### config.mk
export PLATFORM = sky130hd
export DESIGN_NAME = sssp_expand_stage
export DESIGN_NICKNAME = d
export VERILOG_FILES = /design/src/design/sssp_pkg.sv /design/src/design/stream_fifo.sv /design/src/design/edge_request_gen.sv /design/src/design/line_response_buffer.sv /design/src/design/edge_unpacker.sv /design/src/design/sssp_expand_stage.sv
export SDC_FILE = /design/constraint.sdc
export NUM_CORES = 2
export LEC_CHECK = 0
export BUFFER_PORTS_ARGS = -buffer_cell sky130_fd_sc_hd__buf_2
export CORE_AREA = 5 5 310 312
export DETAILED_ROUTE_END_ITERATION = 16
export DIE_AREA = 0 0 315 317
export MAX_ROUTING_LAYER = met4
export PLACE_DENSITY = 0.71
export SLEW_MARGIN = 15
export SYNTH_ARGS = -nofsm -noshare
export SYNTH_HDL_FRONTEND = slang
export SYNTH_SLANG_ARGS = --single-unit
### constraint.sdc
create_clock -name clk -period 20.6 [get_ports clk]
set_input_delay 3.09 -clock clk [delete_from_list [all_inputs] [get_ports clk]]
set_output_delay 3.09 -clock clk [all_outputs]
set_load 0.05 [all_outputs]
### src/design/sssp_pkg.sv
package sssp_pkg;

   localparam int WORD_W     = 32;
   localparam int LINE_WORDS = 16;
   localparam int LINE_W     = WORD_W * LINE_WORDS; // 64-byte line

   typedef logic [WORD_W-1:0]     word_t;
   typedef logic [31:0]           addr_t; // byte address
   typedef logic [3:0]            word_idx_t;
   typedef logic [LINE_WORDS-1:0] word_mask_t;

   typedef struct packed {
      word_t ts;
      word_t locale;
   } vertex_task_t;

   // one read, never crosses a line
   typedef struct packed {
      addr_t      addr; // line aligned
      logic [4:0] n_words;
   } mem_req_t;

   typedef enum logic {
      OFFSET_READ,
      EDGE_READ
   } req_kind_t;

   typedef struct packed {
      req_kind_t  kind;
      word_idx_t  start;
      logic [4:0] n_words;
      logic       last; // final line of the burst
   } req_tag_t;

   typedef struct packed {
      logic [LINE_W-1:0] data;
      req_tag_t          tag;
   } line_beat_t;

   typedef struct packed {
      word_t lo;
      word_t hi;
   } range_t;

   typedef logic [15:0] child_cnt_t;

   typedef struct packed {
      word_t      locale;
      child_cnt_t cnt;
   } finish_t;

endpackage

### src/design/stream_fifo.sv
`timescale 1ns/1ns

module stream_fifo #(
   parameter type payload_t = logic,
   parameter int  DEPTH_LOG = 1
) (
   input  logic     clk,
   input  logic     rstn,
   input  logic     push,
   input  payload_t push_data,
   output logic     full,
   input  logic     pop,
   output payload_t pop_data,
   output logic     empty
);

   localparam int DEPTH = 2 ** DEPTH_LOG;

   payload_t             slots [DEPTH];
   logic [DEPTH_LOG-1:0] wr_ptr;
   logic [DEPTH_LOG-1:0] rd_ptr;
   logic [DEPTH_LOG:0]   count;
   logic                 do_push;
   logic                 do_pop;

   assign do_push = push & !full;
   assign do_pop  = pop & !empty;

   always_ff @(posedge clk) begin
      if (!rstn) begin
         wr_ptr <= '0;
         rd_ptr <= '0;
         count  <= '0;
      end else begin
         if (do_push) wr_ptr <= wr_ptr + 1'b1;
         if (do_pop) rd_ptr <= rd_ptr + 1'b1;
         count <= count + do_push - do_pop;
      end
   end

   always_ff @(posedge clk) begin
      if (do_push) slots[wr_ptr] <= push_data;
   end

   assign pop_data = slots[rd_ptr]; // head entry
   assign full     = (count == (DEPTH_LOG + 1)'(DEPTH));
   assign empty    = (count == '0);

endmodule

### src/design/edge_request_gen.sv
`timescale 1ns/1ns

module edge_request_gen (
   input  logic                   clk,
   input  logic                   rstn,

   input  logic                   task_valid,
   output logic                   task_ready,
   input  sssp_pkg::vertex_task_t task_in,

   input  sssp_pkg::addr_t        offset_base,
   input  sssp_pkg::addr_t        neighbor_base,

   output logic                   ar_valid,
   input  logic                   ar_ready,
   output sssp_pkg::mem_req_t     ar_req,

   output logic                   tag_push,
   output sssp_pkg::req_tag_t     tag,
   input  logic                   tag_ready,

   input  logic                   range_valid,
   input  sssp_pkg::range_t       range,
   input  logic                   task_done,

   output sssp_pkg::vertex_task_t task_in_flight,
   output logic                   idle
);

   typedef enum logic [1:0] {
      S_IDLE,
      S_OFFSET,
      S_WAIT, // range or finish pending
      S_EDGE
   } state_t;

   state_t              state;
   sssp_pkg::addr_t     req_addr;   // byte address of the next word to read
   sssp_pkg::word_t     words_left;
   sssp_pkg::req_kind_t req_kind;
   sssp_pkg::word_idx_t start;
   logic [4:0]          room;
   logic [4:0]          n_words;
   logic                last;
   logic                issuing;
   logic                ar_fire;

   // words from the current position up to the line end
   assign start   = req_addr[5:2];
   assign room    = 5'(sssp_pkg::LINE_WORDS) - {1'b0, start};
   assign last    = (words_left <= sssp_pkg::word_t'(room));
   assign n_words = last ? words_left[4:0] : room;

   assign issuing  = (state == S_OFFSET) || (state == S_EDGE);
   assign ar_valid = issuing & tag_ready; // no request without a tag slot
   assign ar_fire  = ar_valid & ar_ready;

   assign ar_req.addr    = {req_addr[31:6], 6'b0};
   assign ar_req.n_words = n_words;

   assign tag.kind    = req_kind;
   assign tag.start   = start;
   assign tag.n_words = n_words;
   assign tag.last    = last;
   assign tag_push    = ar_fire;

   assign task_ready = (state == S_IDLE);
   assign idle       = (state == S_IDLE);

   always_ff @(posedge clk) begin
      if (!rstn) begin
         state <= S_IDLE;
      end else begin
         case (state)
            S_IDLE: begin
               if (task_valid) state <= S_OFFSET;
            end
            S_OFFSET: begin
               if (ar_fire && last) state <= S_WAIT;
            end
            S_WAIT: begin
               // an empty list finishes together with its range
               if (task_done) begin
                  state <= S_IDLE;
               end else if (range_valid) begin
                  state <= S_EDGE;
               end
            end
            S_EDGE: begin
               if (ar_fire && last) state <= S_WAIT;
            end
            default: state <= S_IDLE;
         endcase
      end
   end

   always_ff @(posedge clk) begin
      if (state == S_IDLE && task_valid) begin
         task_in_flight <= task_in;
         req_addr       <= offset_base + (task_in.locale << 2);
         words_left     <= 32'd2; // offset[v] and offset[v+1]
         req_kind       <= sssp_pkg::OFFSET_READ;
      end else if (state == S_WAIT && range_valid) begin
         req_addr   <= neighbor_base + (range.lo << 3); // two words per edge
         words_left <= (range.hi - range.lo) << 1;
         req_kind   <= sssp_pkg::EDGE_READ;
      end else if (ar_fire) begin
         req_addr   <= req_addr + {25'b0, n_words, 2'b00};
         words_left <= words_left - sssp_pkg::word_t'(n_words);
      end
   end

endmodule

### src/design/line_response_buffer.sv
`timescale 1ns/1ns

module line_response_buffer #(
   parameter int TAG_DEPTH_LOG = 2
) (
   input  logic                          clk,
   input  logic                          rstn,

   input  logic                          tag_push,
   input  sssp_pkg::req_tag_t            tag,
   output logic                          tag_ready,

   input  logic                          r_valid,
   output logic                          r_ready,
   input  logic [sssp_pkg::LINE_W-1:0]   r_data,

   output logic                          beat_valid,
   input  logic                          beat_ready,
   output sssp_pkg::line_beat_t          beat
);

   logic               tag_full;
   logic               tag_empty;
   logic               r_fire;
   logic               hold_valid;
   sssp_pkg::req_tag_t head_tag;

   // tags of the outstanding reads, oldest at the head
   stream_fifo #(
      .payload_t (sssp_pkg::req_tag_t),
      .DEPTH_LOG (TAG_DEPTH_LOG)
   ) i_tag_fifo (
      .clk       (clk),
      .rstn      (rstn),
      .push      (tag_push),
      .push_data (tag),
      .full      (tag_full),
      .pop       (r_fire),
      .pop_data  (head_tag),
      .empty     (tag_empty)
   );

   assign tag_ready = !tag_full;

   // lines come back in order, so the head tag belongs to the next line
   assign r_ready    = !tag_empty & (!hold_valid | beat_ready);
   assign r_fire     = r_valid & r_ready;
   assign beat_valid = hold_valid;

   always_ff @(posedge clk) begin
      if (!rstn) begin
         hold_valid <= 1'b0;
      end else if (r_fire) begin
         hold_valid <= 1'b1;
      end else if (beat_ready) begin
         hold_valid <= 1'b0;
      end
   end

   always_ff @(posedge clk) begin
      if (r_fire) begin
         beat.data <= r_data;
         beat.tag  <= head_tag;
      end
   end

endmodule

### src/design/edge_unpacker.sv
`timescale 1ns/1ns

module edge_unpacker (
   input  logic                   clk,
   input  logic                   rstn,

   input  logic                   beat_valid,
   output logic                   beat_ready,
   input  sssp_pkg::line_beat_t   beat,

   output logic                   range_valid,
   output sssp_pkg::range_t       range,

   output logic                   child_valid,
   input  logic                   child_ready,
   output sssp_pkg::vertex_task_t child,

   output logic                   finish_valid,
   input  logic                   finish_ready,
   output sssp_pkg::finish_t      finish,

   output logic                   task_done,
   input  sssp_pkg::vertex_task_t task_in_flight
);

   sssp_pkg::word_mask_t tag_mask;
   sssp_pkg::word_mask_t mask_q;
   sssp_pkg::word_mask_t cur_mask;
   sssp_pkg::word_mask_t consumed;
   sssp_pkg::word_mask_t next_mask;
   sssp_pkg::word_idx_t  w0_idx;
   sssp_pkg::word_idx_t  w1_idx;
   sssp_pkg::word_t      w0;
   sssp_pkg::word_t      w1;
   sssp_pkg::word_t      pair_lo;
   sssp_pkg::word_t      pair_hi;
   sssp_pkg::word_t      carry_word;
   sssp_pkg::child_cnt_t cnt;
   sssp_pkg::finish_t    fin_rec;
   logic [5:0]           word_end;
   logic                 started;   // mask_q holds the beat's remaining words
   logic                 carry_valid;
   logic                 w1_ok;
   logic                 has_pair;
   logic                 is_edge;
   logic                 beat_done;
   logic                 needs_finish;
   logic                 fin_ok;
   logic                 fin_full;
   logic                 fin_empty;
   logic                 fire;
   logic                 fin_push;

   assign word_end = {2'b00, beat.tag.start} + {1'b0, beat.tag.n_words};

   always_comb begin
      for (int i = 0; i < sssp_pkg::LINE_WORDS; i++) begin
         tag_mask[i] = (6'(i) >= {2'b00, beat.tag.start}) && (6'(i) < word_end);
      end
   end

   assign cur_mask = started ? mask_q : tag_mask;

   // lowest word still to be taken
   always_comb begin
      w0_idx = '0;
      for (int i = sssp_pkg::LINE_WORDS - 1; i >= 0; i--) begin
         if (cur_mask[i]) begin
            w0_idx = sssp_pkg::word_idx_t'(i);
         end
      end
   end

   assign w1_idx = w0_idx + 4'd1;
   assign w1_ok  = (w0_idx != 4'd15) && cur_mask[w1_idx];
   assign w0     = beat.data[sssp_pkg::WORD_W*w0_idx +: sssp_pkg::WORD_W];
   assign w1     = beat.data[sssp_pkg::WORD_W*w1_idx +: sssp_pkg::WORD_W];

   always_comb begin
      consumed         = '0;
      consumed[w0_idx] = 1'b1;
      has_pair         = 1'b1;
      pair_lo          = w0;
      pair_hi          = w1;
      if (carry_valid) begin
         pair_lo = carry_word; // first half came with the previous line
         pair_hi = w0;
      end else if (w1_ok) begin
         consumed[w1_idx] = 1'b1;
      end else begin
         has_pair = 1'b0; // lone word at line end
      end
   end

   assign next_mask = cur_mask & ~consumed;
   assign beat_done = (next_mask == '0);
   assign is_edge   = (beat.tag.kind == sssp_pkg::EDGE_READ);

   assign needs_finish = has_pair & (is_edge ? (beat_done & beat.tag.last) : (pair_lo == pair_hi));
   assign fin_ok       = !needs_finish | !fin_full;
   assign fire = beat_valid & (!has_pair | (is_edge ? (child_ready & fin_ok) : fin_ok));

   assign child_valid  = beat_valid & has_pair & is_edge & fin_ok;
   assign child.ts     = task_in_flight.ts + pair_hi; // hi word is the weight
   assign child.locale = pair_lo;

   assign range_valid = fire & has_pair & !is_edge;
   assign range.lo    = pair_lo;
   assign range.hi    = pair_hi;

   assign beat_ready = fire & beat_done;
   assign fin_push   = fire & needs_finish;
   assign task_done  = fin_push;

   assign fin_rec.locale = task_in_flight.locale;
   assign fin_rec.cnt    = is_edge ? cnt + sssp_pkg::child_cnt_t'(1) : '0;

   always_ff @(posedge clk) begin
      if (!rstn) begin
         started     <= 1'b0;
         carry_valid <= 1'b0;
         cnt         <= '0;
      end else begin
         if (fire) begin
            started     <= !beat_done;
            carry_valid <= !has_pair;
         end
         if (fin_push) begin
            cnt <= '0;
         end else if (fire & has_pair & is_edge) begin
            cnt <= cnt + sssp_pkg::child_cnt_t'(1);
         end
      end
   end

   always_ff @(posedge clk) begin
      if (fire) begin
         mask_q     <= next_mask;
         carry_word <= w0;
      end
   end

   stream_fifo #(
      .payload_t (sssp_pkg::finish_t),
      .DEPTH_LOG (1)
   ) i_fin_fifo (
      .clk       (clk),
      .rstn      (rstn),
      .push      (fin_push),
      .push_data (fin_rec),
      .full      (fin_full),
      .pop       (finish_valid & finish_ready),
      .pop_data  (finish),
      .empty     (fin_empty)
   );

   assign finish_valid = !fin_empty;

endmodule

### src/design/sssp_expand_stage.sv
`timescale 1ns/1ns

module sssp_expand_stage #(
   parameter int TAG_DEPTH_LOG = 2
) (
   input  logic                        clk,
   input  logic                        rstn,

   input  logic                        task_valid,
   output logic                        task_ready,
   input  sssp_pkg::vertex_task_t      task_in,

   input  sssp_pkg::addr_t             offset_base,
   input  sssp_pkg::addr_t             neighbor_base,

   output logic                        ar_valid,
   input  logic                        ar_ready,
   output sssp_pkg::mem_req_t          ar_req,

   input  logic                        r_valid,
   output logic                        r_ready,
   input  logic [sssp_pkg::LINE_W-1:0] r_data,

   output logic                        child_valid,
   input  logic                        child_ready,
   output sssp_pkg::vertex_task_t      child,

   output logic                        finish_valid,
   input  logic                        finish_ready,
   output sssp_pkg::finish_t           finish,

   output logic                        idle
);

   logic                   tag_push;
   logic                   tag_ready;
   sssp_pkg::req_tag_t     tag;
   logic                   beat_valid;
   logic                   beat_ready;
   sssp_pkg::line_beat_t   beat;
   logic                   range_valid;
   sssp_pkg::range_t       range;
   logic                   task_done;
   sssp_pkg::vertex_task_t task_in_flight;

   edge_request_gen i_req (
      .clk            (clk),
      .rstn           (rstn),
      .task_valid     (task_valid),
      .task_ready     (task_ready),
      .task_in        (task_in),
      .offset_base    (offset_base),
      .neighbor_base  (neighbor_base),
      .ar_valid       (ar_valid),
      .ar_ready       (ar_ready),
      .ar_req         (ar_req),
      .tag_push       (tag_push),
      .tag            (tag),
      .tag_ready      (tag_ready),
      .range_valid    (range_valid),
      .range          (range),
      .task_done      (task_done),
      .task_in_flight (task_in_flight),
      .idle           (idle)
   );

   line_response_buffer #(
      .TAG_DEPTH_LOG (TAG_DEPTH_LOG)
   ) i_buf (
      .clk        (clk),
      .rstn       (rstn),
      .tag_push   (tag_push),
      .tag        (tag),
      .tag_ready  (tag_ready),
      .r_valid    (r_valid),
      .r_ready    (r_ready),
      .r_data     (r_data),
      .beat_valid (beat_valid),
      .beat_ready (beat_ready),
      .beat       (beat)
   );

   edge_unpacker i_unpack (
      .clk            (clk),
      .rstn           (rstn),
      .beat_valid     (beat_valid),
      .beat_ready     (beat_ready),
      .beat           (beat),
      .range_valid    (range_valid),
      .range          (range),
      .child_valid    (child_valid),
      .child_ready    (child_ready),
      .child          (child),
      .finish_valid   (finish_valid),
      .finish_ready   (finish_ready),
      .finish         (finish),
      .task_done      (task_done),
      .task_in_flight (task_in_flight)
   );

endmodule

Yosys cells after proc, flatten, opt, wreduce, memory -nomap -nowiden:

Memories as Yosys holds them, arrays and structs flattened. A register that Yosys moved wholly into a read port is not among the register bits.
Cells that the tools add are included.

* magnitude comparators: 36
* shift operators: 2
* equality and inequality tests: 10
* mux-type cells: 51
* reduce and logical (&&, ||, !) cells: 42
* add/subtract/negate cells: 18
* bitwise logic cells: 28

Operators by type and width (count)
* variable part select 512 x 10 -> 32 bit: 2
* 2-to-1 mux 32 bit: 7
* adder 32 bit: 3
* 2-to-1 mux 16 bit: 4
* 2-to-1 mux 4 bit: 16
* < comparator 4 x 6 -> 1 bit (first input constant): 8
* adder 32 x 7 -> 32 bit: 1
* equality test 32 bit: 1
* <= comparator 32 x 5 -> 1 bit: 1
* subtractor 32 x 5 -> 32 bit: 1
* subtractor 31 bit: 1
* >= comparator 4 bit (first input constant): 7
* < comparator 3 x 6 -> 1 bit (first input constant): 4
* bitwise AND 1 bit: 21
* logical AND 1 bit: 21
* adder 16 x 1 -> 16 bit (second input constant): 1
* bitwise AND 16 bit: 1
* >= comparator 3 x 4 -> 1 bit (first input constant): 4
* zero test 16 bit: 1
* inverter 16 bit: 1
* bitwise OR 16 bit: 1
* 2-to-1 mux 1 bit: 15
* < comparator 1 x 6 -> 1 bit (first input constant): 2
* < comparator 2 x 6 -> 1 bit (first input constant): 2
* other kinds (35): 61

* memories kept: 2
* register bits after elaboration: 721
* output and inout port bits: 155
* memory bits (writable): 140

Memory list
* i_unpack.i_fin_fifo.slots: words 2, bits a word 48, rd ports 1, clocked after Yosys merged registers in 1, write ports 1, line stream_fifo.sv:19 `payload_t slots [DEPTH];`
* i_buf.i_tag_fifo.slots: words 4, bits a word 11, rd ports 1, clocked after Yosys merged registers in 1, write ports 1, line stream_fifo.sv:19

Longest topological paths before layout:

* word-level depth: 46
* mapped depth: 41
* mapped depth without buffers: 35

Hierarchy:

Synthesis repeated with hierarchy kept, for this count alone.

* cell total of the unflattened synthesis: 4474
* area, all modules: 50220.7 µm²

Modules (own cells, without submodules)
* edge_unpacker: area an instance 17973.5 µm², instances 1, cells an instance 2477
* line_response_buffer: area an instance 15768.9 µm², instances 1, cells an instance 531
* edge_request_gen: area an instance 10625.2 µm², instances 1, cells an instance 1182
* stream_fifo (i_unpack.i_fin_fifo): area an instance 3776.1 µm², instances 1, cells an instance 176
* stream_fifo (i_buf.i_tag_fifo): area an instance 2077.0 µm², instances 1, cells an instance 108

Worst setup path before layout:

OpenSTA, ideal clock, no wires.

* path kind: reg-to-reg
* start point: register, netlist name i_buf.beat[6]
* end point: register, netlist name i_buf.beat[0]
* data arrival time: 17.971 ns
* data required time: 19.711 ns
* period minus slack after synthesis: 18.860 ns
* path buffers: 6
* stages on the path, launching flop included: 29
* slack: 1.740 ns
* path through: edfxtp_1 ha_1 fa_1 or4_1 a2111oi_0 o31ai_1 o21ai_0 and2_4 a21oi_4 inv_2 buf_2 buf_2 buf_2 buf_2 buf_2 buf_1 nand2_1 nand3_1 a21oi_1 o41ai_1 inv_1 ha_1 and3_1 nand2_1 nor4_1 nand3_1 nor3b_1 nand4b_4 a21o_1

==> results by group <==
Clocking
  – CTS Buffer Depth: 3
  – H-tree Lvls: 3
  – Worst-path clk slew: roughly 0.060 ns
  – Hold-fix buffers at CTS: 0
  – Root Driver: clkbuf_16
  – CTS Sinks: 871
  – Inserted Clock Buffers: between 90 and 100
  – TritonCTS clock tree: built
  – # resized after CTS: 0
  – Setup bufs post-CTS: 0
  – Clk Latency, worst-skew pair: 0.69 ns

Logic synthesis
  – Post-synth ARST share: 0%
  – Main synth FF type: edfxtp_1
  – Post-Synth Adder-Cell Area: 4.384%
  – Yosys cell types: 104
  – Register area share after synthesis: 54.53%
  – Average cell area after synthesis: 11.66 µm²
  – Yosys warning count: 0
  – Mapped cell area: 46750 µm²
  – Complex-gate fraction of the synthesized area: 10.59%
  – Post-Synth XOR/XNOR Area: about 3.3%
  – Synth Register Bits: 871
  – Post-Synthesis Cells: about 4.0k
  – Largest family of logic cells by synthesized area: simple AND/OR/NAND/NOR gates
  – Multiplexer share of the synthesized area: 9.891%
  – Simple-Gate Fraction of Synth Area: 14.22%
  – Post-synth EDFFs: 805

STA
  – Min Tclk post-route: ~16 ns
  – # setup viols final: 0
  – WHS: ~0.44 ns
  – Final Cycle Share: 77.34%
  – RSZ-0062 raised after global routing: false
  – Hold Vio Cnt, Final: 0
  – Setup TNS: 0 ns
  – Final Skew: 0.04031 ns
  – Final Slew Violations: 0
  – Achievable Freq: 0.06277 GHz
  – Max-slew headroom: 18.82%
  – Worst Max-Slew Pin Slew: 1.205 ns

Finish
  – Footprint of the multi-input gates: 19940 µm²
  – Fillers: ~7.6k
  – Sequential cell area: 25500 µm²
  – P&R area growth vs syn: 18.45%
  – Layout cell share with drive strength beyond 1: between 20 and 30%
  – Nets: 5559

Worst setup path
  – CP arrival: 12.84 ns
  – CP top delay family: compound AO/OA/AOI/OAI gates
  – CP peak stage delay: 0.96 ns
  – Req. time, crit path: 17.51 ns
  – Critical Path Start Type: flop
  – Crit-path slowest cell: o21ai_0
  – Crit end category: primary output
  – Setup Crit Path Kind: flop to primary output
  – Critical path peak fanout: 139
  – CP most frequent cell: o21ai_0
  – Reg2Reg Setup Slack: 8.44 ns
  – Crit path buffers/inverters: 5

Routing
  – DRC: 0
  – First DRT Iteration DRCs: 4206
  – Via count: approximately 37k
  – First-pass iteration count of the detailed router: 12
  – Post-route ant nets: 0
  – Via/cell ratio: 5.976
  – Detailed Route WL: 159200 µm
  – Wire per inst: 25.82 µm

Floorplanning
  – Initial core utilization: between 50% and 60%
  – Full die area: 99860 µm²
  – Top-level port count: 802
  – # rows: 112
  – Die Y: between 300 and 400 µm
  – Core area: 92770 µm²
  – Die width: 315 µm

GRT
  – First-pass GRT wire length: around 230000 µm
  – Largest net degree at the start of global routing: 173
  – Initial antenna violation count: 93
  – Total GRT Usage: between 30% and 40%
  – GRT Residual Overflow: 0
  – Vias in the first global route: 35.79k

Place
  – GPL Wtd Cong: 1.001
  – Dpl hpwl: about 120000 µm
  – Port Buf Inserts: a little under 800

Status
  – Status: complete, no violations

Hold path
  – Hold Path Class: flop to flop

Run
  – Max Cap Violations: 0
[layer usage]
layer	vias to the layer above	global-route usage, %	routed length [µm]
met5	-	-	0
met4	0	14.55	7936
met3	379	7.429	16970
met2	2131	49.94	74760
met1	17710	39.43	59580
li1	16640	-	-
[final cells by class]
type | instances | area share [%]
flip-flops and latches | 871 | 46.04
multi-input cells | 2794 | 36.01
repair buffers | 860 | 8.152
clock buffers | 107 | 4.336
well taps | 1254 | 2.833
clock inverters | 64 | 1.319
inverters | 133 | 0.9241
diodes | 85 | 0.3841
[kinds of logic (layout without fill, tap and decap cells)]
kind of cell	after synthesis	in the layout
fa+ha+maj	159	159
compound gates	733	733
mux	247	247
xor+xnor	174	174
simple gates	1475	1475
flops	871	871
buf+inv	350	1164
other cells	1	91
[sequential cells by signal (all words and copies together) (netlist names), 2 cells and up, named ones only]
name and cells:
i_unpack.mask_q 16, i_buf.beat 523, i_buf.i_tag_fifo.count 3, i_req.req_addr 30, i_buf.i_tag_fifo.wr_ptr 2, i_buf.i_tag_fifo.slots 44, i_req.task_in_flight 64, i_unpack.i_fin_fifo.count 2
i_unpack.i_fin_fifo.slots 96, i_req.words_left 32, i_unpack.cnt 16, i_req.state 2, i_unpack.carry_word 32, i_buf.i_tag_fifo.rd_ptr 2
[worst reg2reg max path, delay by kind of cell, from the launching register on]
kind,cells,cell delay [ns]
buffers and inverters,8,4.19
AO/OA/AOI/OAI,7,2.64
adder cells (fa/ha/maj),3,1.24
AND/OR/NAND/NOR,10,3.15
flip-flops,1,0.51
[metrics by stage]
step           setup slack (ns)  area, µm²  instances  utilization (%)
2_1_floorplan             1.740      46770       4015                -
3_3_place_gp              5.543      52030       5912            56.09
3_5_place_dp              5.371      52030       5912            56.09
4_1_cts                   4.631      55170       6083            59.47
5_1_grt                   3.962      55350       6157            59.67
6_report                  4.669      55380       6168            59.69
[cells in the final DEF (no fill, tap or decap), types with 121 or more instances in the layout]
cell,instances
a21oi_1,184
buf_2,791
edfxtp_1,805
ha_1,150
inv_1,128
mux4_2,166
nand2_1,687
nand3_1,242
nor2_1,214
o21ai_0,167
xnor2_1,121
[cells in the mapped netlist (26+ instances only)]
master / count / area (µm²)
a21o_1: 33 / 247.7
a21oi_1: 185 / 925.9
a311oi_1: 70 / 613.1
and2_1: 30 / 187.7
and3_1: 71 / 444.2
buf_2: 35 / 175.2
clkbuf_1: 138 / 518.0
dfxtp_1: 66 / 1321
edfxtp_1: 805 / 24170
ha_1: 151 / 1889
inv_1: 130 / 488.0
mux2_2: 59 / 664.4
mux4_2: 166 / 3739
nand2_1: 690 / 2590
nand3_1: 243 / 1216
nor2_1: 219 / 822.0
nor2b_1: 26 / 162.7
nor3_1: 59 / 295.3
o21a_1: 29 / 217.7
o21ai_0: 170 / 850.8
or3_1: 42 / 262.8
xnor2_1: 121 / 1060
xor2_1: 51 / 446.7
[worst paths after layout]
| check | startpoint | end | depth (start not counted) |
|---|---|---|---|
| hold / removal | i_req.task_in_flight[16] | i_unpack.i_fin_fifo.slots[1][32] | 0 |
| setup / recovery | i_buf.beat[6] | child[63] | 34 |
| setup reg to reg | i_buf.beat[6] | i_buf.beat[469] | 28 |
| hold reg to reg | i_req.task_in_flight[16] | i_unpack.i_fin_fifo.slots[1][32] | 0 |
Power is not shown: default switching activity piles up to over one toggle a cycle in this logic, so the estimate is an artifact.
